## config.mk

```make
export PLATFORM = sky130hd
export DESIGN_NAME = rv32_alu_pipe
export DESIGN_NICKNAME = d
export VERILOG_FILES = /design/src/logic/rv32_pkg.sv /design/src/logic/decode_stage.sv /design/src/logic/execute_stage.sv /design/src/logic/operand_forward.sv /design/src/logic/reg_file.sv /design/src/logic/retire_stage.sv /design/src/logic/rv32_alu_pipe.sv
export VERILOG_INCLUDE_DIRS = /design/src /design/src/logic
export SDC_FILE = /design/constraint.sdc
export NUM_CORES = 2
export LEC_CHECK = 0
export BUFFER_PORTS_ARGS = -buffer_cell sky130_fd_sc_hd__buf_4
export CORE_UTILIZATION = 58
export DETAILED_ROUTE_END_ITERATION = 7
export PLACE_DENSITY = 0.83
export SYNTH_ARGS = -nofsm -noshare
export SYNTH_HDL_FRONTEND = slang
export SYNTH_SLANG_ARGS = --single-unit
```

## constraint.sdc

```tcl
create_clock -name clk -period 3.8 [get_ports clk]
set_input_delay 0.38 -clock clk [delete_from_list [all_inputs] [get_ports clk]]
set_output_delay 0.38 -clock clk [all_outputs]
set_load 0.05 [all_outputs]
```

## src/logic/rv32_config.svh

```systemverilog
`ifndef RV32_CONFIG_SVH
`define RV32_CONFIG_SVH

// architectural word width
`define XLEN 32

// number of integer registers, x0 included
`define NUM_REGS 32

// bits needed to index one register
`define REG_ADDR_W 5

// rd, rs1 and rs2 all use the same index width,
// so any change here must keep 2**REG_ADDR_W == NUM_REGS

`endif

```

## src/logic/rv32_pkg.sv

```systemverilog
`include "rv32_config.svh"

package rv32_pkg;

    // major opcodes handled by the pipeline
    // everything else is turned into a bubble in decode
    typedef enum logic [6:0] {
        OPC_OP_IMM = 7'b0010011,
        OPC_OP     = 7'b0110011
    } opcode_e;

    // alu function codes
    // numbering kept in the order the pipeline team has always used
    typedef enum logic [3:0] {
        ALU_ADD  = 4'd0,
        ALU_SUB  = 4'd1,
        ALU_SLL  = 4'd2,
        ALU_SRL  = 4'd3,
        ALU_SRA  = 4'd4,
        ALU_AND  = 4'd5,
        ALU_OR   = 4'd6,
        ALU_XOR  = 4'd7,
        ALU_SLT  = 4'd8,
        ALU_SLTU = 4'd9
    } alu_fun_e;

    // decoded instruction, handed from decode to execute
    typedef struct packed {
        // cleared for idle cycles and unsupported opcodes
        logic                   valid;
        // destination and source indices
        logic [`REG_ADDR_W-1:0] rd;
        logic [`REG_ADDR_W-1:0] rs1;
        logic [`REG_ADDR_W-1:0] rs2;
        // operation for the alu
        alu_fun_e               alu_fun;
        // operand 2 from imm instead of op2
        logic                   use_imm;
        // sign-extended I-immediate
        logic [`XLEN-1:0]       imm;
        // source values after forwarding
        logic [`XLEN-1:0]       op1;
        logic [`XLEN-1:0]       op2;
    } dec_bundle_t;

    // one produced value with its destination
    // used for the forwarding taps, the rf write and the retire port
    typedef struct packed {
        logic                   valid;
        logic [`REG_ADDR_W-1:0] rd;
        logic [`XLEN-1:0]       data;
    } result_t;

endpackage

```

## src/logic/decode_stage.sv

```systemverilog
`timescale 1ns/100ps
`include "rv32_config.svh"

// instruction register, field split, immediate build and alu decode
// id_ex is combinational from the instruction register
module decode_stage (
    input  logic                  clk,
    input  logic                  reset,
    input  logic                  inst_valid,
    input  logic [`XLEN-1:0]      inst,
    input  rv32_pkg::result_t     ex_fwd,
    input  rv32_pkg::result_t     mem_fwd,
    input  rv32_pkg::result_t     wb_fwd,
    output rv32_pkg::dec_bundle_t id_ex
);

    logic [`XLEN-1:0]       inst_q;
    logic                   inst_vld;
    rv32_pkg::opcode_e      opcode;
    logic [`REG_ADDR_W-1:0] rd;
    logic [`REG_ADDR_W-1:0] rs1;
    logic [`REG_ADDR_W-1:0] rs2;
    logic [2:0]             funct3;
    logic [6:0]             funct7;
    logic [`XLEN-1:0]       imm;
    logic                   supported;
    rv32_pkg::alu_fun_e     alu_fun;
    logic [`XLEN-1:0]       rf_rs1_data;
    logic [`XLEN-1:0]       rf_rs2_data;
    logic [`XLEN-1:0]       op1_val;
    logic [`XLEN-1:0]       op2_val;

    // accept every valid word, no ready
    always_ff @(posedge clk) begin
        if (inst_valid) begin
            inst_q <= inst;
        end
        if (reset) begin
            inst_vld <= 1'b0;
        end else begin
            inst_vld <= inst_valid;
        end
    end

    // standard rv32 field positions
    assign opcode = rv32_pkg::opcode_e'(inst_q[6:0]);
    assign rd     = inst_q[11:7];
    assign funct3 = inst_q[14:12];
    assign rs1    = inst_q[19:15];
    assign rs2    = inst_q[24:20];
    assign funct7 = inst_q[31:25];
    // I-immediate, sign from bit 31
    assign imm    = {{(`XLEN-12){inst_q[31]}}, inst_q[31:20]};

    // alu function from opcode, funct3 and funct7
    always_comb begin
        supported = 1'b1;
        alu_fun   = rv32_pkg::ALU_ADD;
        case (funct3)
            3'd0: begin
                // sub only exists in the register form
                if (opcode == rv32_pkg::OPC_OP && funct7[5]) begin
                    alu_fun = rv32_pkg::ALU_SUB;
                end
            end
            3'd1: alu_fun = rv32_pkg::ALU_SLL;
            3'd2: alu_fun = rv32_pkg::ALU_SLT;
            3'd3: alu_fun = rv32_pkg::ALU_SLTU;
            3'd4: alu_fun = rv32_pkg::ALU_XOR;
            3'd5: begin
                // sra and srai both flag themselves in bit 30
                if (funct7[5]) begin
                    alu_fun = rv32_pkg::ALU_SRA;
                end else begin
                    alu_fun = rv32_pkg::ALU_SRL;
                end
            end
            3'd6: alu_fun = rv32_pkg::ALU_OR;
            default: alu_fun = rv32_pkg::ALU_AND;
        endcase
        case (opcode)
            rv32_pkg::OPC_OP, rv32_pkg::OPC_OP_IMM: supported = 1'b1;
            // anything else travels on as a bubble
            default: supported = 1'b0;
        endcase
    end

    reg_file u_reg_file (
        .clk      (clk),
        .reset    (reset),
        .rs1_addr (rs1),
        .rs2_addr (rs2),
        .rs1_data (rf_rs1_data),
        .rs2_data (rf_rs2_data),
        .wr       (wb_fwd)
    );

    // one bypass mux per source
    operand_forward u_fwd_rs1 (
        .src     (rs1),
        .rf_data (rf_rs1_data),
        .ex_fwd  (ex_fwd),
        .mem_fwd (mem_fwd),
        .wb_fwd  (wb_fwd),
        .value   (op1_val)
    );

    operand_forward u_fwd_rs2 (
        .src     (rs2),
        .rf_data (rf_rs2_data),
        .ex_fwd  (ex_fwd),
        .mem_fwd (mem_fwd),
        .wb_fwd  (wb_fwd),
        .value   (op2_val)
    );

    always_comb begin
        id_ex.valid   = inst_vld && supported;
        id_ex.rd      = rd;
        id_ex.rs1     = rs1;
        id_ex.rs2     = rs2;
        id_ex.alu_fun = alu_fun;
        id_ex.use_imm = (opcode == rv32_pkg::OPC_OP_IMM);
        id_ex.imm     = imm;
        id_ex.op1     = op1_val;
        id_ex.op2     = op2_val;
    end

    // execute trusts alu_fun blindly, so a valid bundle
    // must never reach it with an unknown or out-of-range code
    a_legal_alu_fun: assert property (
        @(posedge clk) disable iff (reset)
        id_ex.valid |-> !$isunknown(id_ex.alu_fun)
            && (id_ex.alu_fun inside {[rv32_pkg::ALU_ADD : rv32_pkg::ALU_SLTU]})
    ) else $error("decode_stage: valid bundle with illegal alu_fun");

endmodule

```

## src/logic/execute_stage.sv

```systemverilog
`timescale 1ns/100ps
`include "rv32_config.svh"

// ID/EX register and the alu
// ex_fwd is combinational from the register and also feeds
// the bypass muxes in decode
module execute_stage (
    input  logic                  clk,
    input  logic                  reset,
    input  rv32_pkg::dec_bundle_t id_ex,
    output rv32_pkg::result_t     ex_fwd
);

    rv32_pkg::dec_bundle_t ex_q;
    logic [`XLEN-1:0]      op_a;
    logic [`XLEN-1:0]      op_b;
    logic [4:0]            shamt;
    logic                  lt_signed;
    logic                  lt_unsigned;
    logic [`XLEN-1:0]      alu_out;

    // payload follows the bundle every cycle, valid has the reset
    always_ff @(posedge clk) begin
        ex_q <= id_ex;
        if (reset) begin
            ex_q.valid <= 1'b0;
        end
    end

    // operand 2 mux, imm for OP-IMM
    assign op_a  = ex_q.op1;
    assign op_b  = ex_q.use_imm ? ex_q.imm : ex_q.op2;
    // shift amount, low five bits only
    assign shamt = op_b[4:0];

    // compares for slt and sltu
    assign lt_signed   = $signed(op_a) < $signed(op_b);
    assign lt_unsigned = op_a < op_b;

    always_comb begin
        case (ex_q.alu_fun)
            rv32_pkg::ALU_ADD: begin
                alu_out = op_a + op_b;
            end
            rv32_pkg::ALU_SUB: begin
                alu_out = op_a - op_b;
            end
            rv32_pkg::ALU_SLL: begin
                alu_out = op_a << shamt;
            end
            rv32_pkg::ALU_SRL: begin
                alu_out = op_a >> shamt;
            end
            rv32_pkg::ALU_SRA: begin
                // true arithmetic shift, sign bit fills from the left
                alu_out = $unsigned($signed(op_a) >>> shamt);
            end
            rv32_pkg::ALU_AND: begin
                alu_out = op_a & op_b;
            end
            rv32_pkg::ALU_OR: begin
                alu_out = op_a | op_b;
            end
            rv32_pkg::ALU_XOR: begin
                alu_out = op_a ^ op_b;
            end
            rv32_pkg::ALU_SLT: begin
                alu_out = {{(`XLEN-1){1'b0}}, lt_signed};
            end
            rv32_pkg::ALU_SLTU: begin
                alu_out = {{(`XLEN-1){1'b0}}, lt_unsigned};
            end
            default: begin
                // unreachable for valid bundles
                alu_out = '0;
            end
        endcase
    end

    // result tap, also the input of the MEM register
    assign ex_fwd.valid = ex_q.valid;
    assign ex_fwd.rd    = ex_q.rd;
    assign ex_fwd.data  = alu_out;

endmodule

```

## src/logic/operand_forward.sv

```systemverilog
`timescale 1ns/100ps
`include "rv32_config.svh"

// bypass mux for one source register
// newest producer wins: execute, then memory, then writeback,
// and the register file only when no stage in flight targets src
module operand_forward (
    input  logic [`REG_ADDR_W-1:0] src,
    input  logic [`XLEN-1:0]       rf_data,
    input  rv32_pkg::result_t      ex_fwd,
    input  rv32_pkg::result_t      mem_fwd,
    input  rv32_pkg::result_t      wb_fwd,
    output logic [`XLEN-1:0]       value
);

    logic ex_hit;
    logic mem_hit;
    logic wb_hit;

    // a producer counts only when valid and writing a real register
    // bubbles and rd == x0 results never forward
    assign ex_hit  = ex_fwd.valid && (ex_fwd.rd != '0) && (ex_fwd.rd == src);
    assign mem_hit = mem_fwd.valid && (mem_fwd.rd != '0) && (mem_fwd.rd == src);
    assign wb_hit  = wb_fwd.valid && (wb_fwd.rd != '0) && (wb_fwd.rd == src);

    always_comb begin
        if (src == '0) begin
            // x0 source, always zero
            value = '0;
        end else if (ex_hit) begin
            // producer directly ahead, alu output this cycle
            value = ex_fwd.data;
        end else if (mem_hit) begin
            // two ahead
            value = mem_fwd.data;
        end else if (wb_hit) begin
            // three ahead, rf write lands on the next edge
            value = wb_fwd.data;
        end else begin
            // no hazard
            value = rf_data;
        end
    end

endmodule

```

## src/logic/reg_file.sv

```systemverilog
`timescale 1ns/100ps
`include "rv32_config.svh"

// integer register file
// two combinational read ports, one synchronous write port
module reg_file (
    input  logic                   clk,
    input  logic                   reset,
    input  logic [`REG_ADDR_W-1:0] rs1_addr,
    input  logic [`REG_ADDR_W-1:0] rs2_addr,
    output logic [`XLEN-1:0]       rs1_data,
    output logic [`XLEN-1:0]       rs2_data,
    input  rv32_pkg::result_t      wr
);

    logic [`XLEN-1:0] regs [`NUM_REGS];
    logic             wr_en;

    // writes to x0 are dropped here
    assign wr_en = wr.valid && (wr.rd != '0);

    always_ff @(posedge clk) begin
        if (reset) begin
            // every register reads zero after reset
            for (int i = 0; i < `NUM_REGS; i++) begin
                regs[i] <= '0;
            end
        end else if (wr_en) begin
            regs[wr.rd] <= wr.data;
        end
    end

    // x0 hard-wired to zero on both ports
    // a write shows up here on the cycle after its edge
    assign rs1_data = (rs1_addr == '0) ? '0 : regs[rs1_addr];
    assign rs2_data = (rs2_addr == '0) ? '0 : regs[rs2_addr];

    // entry zero holds its reset value for the whole run,
    // even when retire hands over results with rd == x0
    a_x0_never_written: assert property (
        @(posedge clk) disable iff (reset)
        regs[0] == '0
    ) else $error("reg_file: entry x0 was written");

endmodule

```

## src/logic/retire_stage.sv

```systemverilog
`timescale 1ns/100ps

// MEM and WB registers
// no memory access here, the result only moves along
// mem_fwd and wb_fwd double as bypass taps for decode
module retire_stage (
    input  logic              clk,
    input  logic              reset,
    input  rv32_pkg::result_t ex_fwd,
    output rv32_pkg::result_t mem_fwd,
    output rv32_pkg::result_t wb_fwd
);

    // two register levels, valid bits reset, data does not
    always_ff @(posedge clk) begin
        // memory stage
        mem_fwd <= ex_fwd;
        // writeback stage, drives rf write and retire port
        wb_fwd  <= mem_fwd;
        if (reset) begin
            mem_fwd.valid <= 1'b0;
            wb_fwd.valid  <= 1'b0;
        end
    end

    // retire valid gates both the rf write and the external port
    // an X here would corrupt state and the retire stream
    a_wb_valid_known: assert property (
        @(posedge clk) disable iff (reset)
        !$isunknown(wb_fwd.valid)
    ) else $error("retire_stage: wb_fwd.valid is unknown");

endmodule

```

## src/logic/rv32_alu_pipe.sv

```systemverilog
`timescale 1ns/100ps
`include "rv32_config.svh"

// five-stage rv32i alu pipeline
// fetch is the inst/inst_valid input, then decode, execute, mem, wb
// an instruction taken at edge k retires at edge k+3
module rv32_alu_pipe (
    input  logic              clk,
    input  logic              reset,
    input  logic              inst_valid,
    input  logic [`XLEN-1:0]  inst,
    output rv32_pkg::result_t retire
);

    // decode to execute
    rv32_pkg::dec_bundle_t id_ex;
    // alu result, combinational in execute
    rv32_pkg::result_t     ex_fwd;
    // registered results in MEM and WB
    rv32_pkg::result_t     mem_fwd;
    rv32_pkg::result_t     wb_fwd;

    // holds reg_file and both bypass muxes
    decode_stage u_decode (
        .clk        (clk),
        .reset      (reset),
        .inst_valid (inst_valid),
        .inst       (inst),
        .ex_fwd     (ex_fwd),
        .mem_fwd    (mem_fwd),
        .wb_fwd     (wb_fwd),
        .id_ex      (id_ex)
    );

    execute_stage u_execute (
        .clk    (clk),
        .reset  (reset),
        .id_ex  (id_ex),
        .ex_fwd (ex_fwd)
    );

    retire_stage u_retire (
        .clk     (clk),
        .reset   (reset),
        .ex_fwd  (ex_fwd),
        .mem_fwd (mem_fwd),
        .wb_fwd  (wb_fwd)
    );

    // wb result goes out as the retire port
    // rd == x0 results still retire with their computed data
    assign retire = wb_fwd;

endmodule

```

==> flow_metrics.py <==
metrics = {
    "outcome": {
        "status": "completed",
    },
    "power_and_ir_drop": {
        "p_clk_frac": 0.278,
        "p_leak_uw": 0.03062,
        "p_per_area_mw_per_mm2": 557.2,
        "internal_power_uw": 28670,
        "total_power_uw": 45270,
        "ir_drop_mv": 0.6101,
        "power_frac_comb": 0.344,
        "seq_power_share": 0.378,
        "switchingPower_uw": 16610,
        "switching_share": 0.3668,
    },
    "final_layout": {
        "final_cell_mix": "edfxtp_1, and2_1, mux4_2",
        "final_common_cell": "edfxtp_1",
        "synthToLayoutAreaGrowth_pct": 14.56,
        "drive_above_1_share": 0.2912,
        "nets": 5747,
    },
    "route": {
        "vias": 54110,
        "wl_per_cell_um": 36.62,
        "drt_iter0_markers": 9139,
        "drc_errors": 0,
        "ant_nets": 0,
        "first_pass_iters": 7,
        "viasPerCell": 7.353,
        "finalWirelength_um": 269400,
    },
    "global_routing": {
        "grt_usage": 0.4392,
        "grt_pass1_wl_um": 380300,
        "grt_max_degree": 65,
        "grt_overflow": 0,
        "grt_pass1_vias": 54000,
        "antenna_found_initial": 12,
    },
    "placement": {
        "dp_hpwl_um": 170500,
        "routabilityCongestion": 1.034,
        "portBuffers": 72,
    },
    "floorplanning": {
        "start_util": 0.5881,
        "die_y_um": 351.7,
        "rows": 127,
        "pin_count": 73,
        "core_area_mm2": 0.1206,
        "fp.dieW_um": 351.7,
        "dieArea_mm2": 0.1237,
    },
    "sta": {
        "slew_headroom": 0.07227,
        "skew_ns": 0.02784,
        "finalMaxSlewViolations": 0,
        "tns_ns": 0,
        "fin_crit_sh": 0.9827,
        "rsz0062_at_grt": "true",
        "finalSetupViolations": 0,
        "period_needed_ns": 3.734,
        "worst_pin_slew_ns": 1.390,
        "finalHoldViolCount": 0,
        "clock.fmax_mhz": 267.8,
    },
    "setup_path": {
        "r2r_slack_ns": 0.07,
        "endpoint_kind": "register",
        "r2r.worst_path.cells": 15,
        "crit_type": "register to register",
        "cp.required_ns": 4.48,
        "critical_path.startpoint": "u_execute.ex_q[96]$_DFF_P_",
        "critical_path_arrival_ns": 4.41,
        "regToRegStartpoint": "u_execute.ex_q[96]$_DFF_P_",
        "regToRegEndpoint": "u_execute.op_a[16]$_SDFF_PN0_",
        "crit_end": "u_execute.op_a[16]$_SDFF_PN0_",
        "path_max_fanout": 7,
        "startpoint_type": "register",
    },
    "clock_network": {
        "clk_latency_ns": 0.80,
        "cts_buffer_depth": 3,
        "numClockSinks": 1230,
        "clk_pin_slew_ns": 0.06,
        "cts_root_buf": "clkbuf_16",
        "cts_tree": "built",
        "htreeDepth": 4,
        "cts_made_buffers": 130,
    },
    "hold_path": {
        "hold_path.class": "primary input to register",
        "worstHoldPathCells": 1,
    },
    "flow_run": {
        "maxCapViolations": 0,
    },
    "synthesis": {
        "synthDistinctLibCells": 97,
        "syn_inst": 5316,
        "ys_seq_area_frac": 0.4962,
        "async_reset_ff_frac": 0,
        "ys_ff_latch": 1230,
        "synth.area.top_cells": "edfxtp_1, mux4_2, and2_1, dfxtp_1, mux2i_1",
        "synth_edf_count": 1056,
        "netlist_area_mm2": 0.07092,
        "ys_warn_count": 0,
        "yosys.area.top_type_share": 0.4471,
        "avgSynthCellArea_um2": 13.34,
        "ys.flop_type": "edfxtp_1",
        "netlist.top_cell.by_area": "edfxtp_1",
    },
}
==> layer usage <==
metal  wire length, um  vias to the layer above  global-route usage
met5                95                        -                   0
met3             41400                     1611              0.1554
met4             24660                        8              0.3264
met2            120100                     5539              0.6633
li1                  -                    20810                   -
met1             83160                    26140              0.5200
==> worst min path at each step <==
| stage | slack, ns | end | from |
|---|---|---|---|
| after global routing | 0.10 | u_decode.inst_q[21]$_DFFE_PP_ | inst_valid |
| after CTS | 0.07 | u_decode.inst_q[21]$_DFFE_PP_ | inst_valid |
| final | 0.1 | u_decode.inst_q[21]$_DFFE_PP_ | inst_valid |
| after detailed placement | 0.33 | u_execute.ex_fwd[34]$_DFF_P_ | u_decode.inst_q[9]$_DFFE_PP_ |
| after floorplan | 0.32 | u_execute.ex_fwd[32]$_DFF_P_ | u_decode.inst_q[7]$_DFFE_PP_ |
| after global placement | 0.33 | u_execute.ex_q[70]$_DFF_P_ | u_decode.inst_q[26]$_DFFE_PP_ |
==> synthesized netlist by cell type, types with 30 or more instances <==
master / number
a211oi_1: 80
a21oi_1: 213
and2_1: 1004
buf_1: 30
buf_2: 79
clkbuf_1: 382
dfxtp_1: 174
edfxtp_1: 1056
ha_1: 97
inv_1: 132
mux2_2: 32
mux2i_1: 195
mux4_2: 662
nand2_1: 222
nand3_1: 40
nor2_1: 190
nor3_1: 30
o21ai_0: 219
or2_2: 34
==> what timing repair did <==
| item | in CTS | in global routing |
|---|---|---|
| setup buffers | 0 | 3 |
| endpoints found under the hold margin | 42 | 0 |
| endpoints found under the setup margin | 24 | 48 |
| hold buffers | 32 | 0 |
| gates resized for setup | 3 | 40 |
| pin swaps | 1 | 7 |
| gates cloned | 0 | 0 |
==> power groups by stage <==
| stage | sequential (uW) | clock (uW) | combinational [uW] |
|---|---|---|---|
| finish | 17100 | 12600 | 15600 |
| global route | 17200 | 13000 | 16100 |
| CTS | 17000 | 12500 | 14900 |
| detailed placement | 17200 | 0 | 14800 |
| global placement | 17200 | 0 | 14700 |
| floorplan | 17100 | 0 | 8270 |
==> cells by family (layout without fill, tap and decap cells) <==
family	after synthesis	in the layout	synth area share
flops	1230	1230	0.4962
other cells	1	64	0.00005287
simple gates	1622	1622	0.1284
xor+xnor	38	38	0.004693
compound gates	781	781	0.07055
buf+inv	649	1016	0.03744
fa+ha+maj	99	99	0.01768
mux	896	896	0.2450
==> state kept, by name, indices dropped and copies added (netlist names), named ones only <==
register	flops
u_decode.u_reg_file.regs	1024
u_execute.ex_q	49
u_retire.mem_fwd	38
u_retire.wb_fwd	38
u_decode.inst_q	32
u_execute.op_a	32
u_execute.ex_fwd	6
u_decode.inst_vld	1
==> per-stage QoR <==
stage	instances	hold WS (ns)	setup slack (ns)	cell area, um^2	util
floorplan	5347	0.3233	0.009644	71050	-
global placement	7058	0.3285	-0.006111	76550	0.6347
detailed placement	7058	0.3289	-0.08105	76550	0.6347
CTS	7323	0.07093	0.002745	80990	0.6715
global route	7327	0.1034	-0.04358	81170	0.6730
finish	7358	0.09976	0.06579	81250	0.6737
==> cell type report <==
class | instances | area [um^2]
multi-input combinational | 3468 | 33630
fill | 7933 | 39360
sequential | 1230 | 35240
inverter | 137 | 518.0
timing repair buffer | 646 | 5650
clock buffer | 170 | 3612
clock inverter | 63 | 501.7
antenna | 32 | 80.08
tap | 1612 | 2017
==> worst max-delay path, cell delays in order (launching register included) <==
cell       delay [ns]
dfxtp_4          0.40
buf_6            0.18
mux2i_2          0.27
ha_1             0.21
buf_4            0.16
inv_1            0.05
a2111oi_0        0.58
a21oi_2          0.15
buf_4            0.19
a21o_1           0.22
and3_1           0.18
o32a_1           0.28
a22oi_1          0.24
a211oi_1         0.11
buf_4            0.19
a211oi_1         0.20
Power figures use the tool's default switching activity.
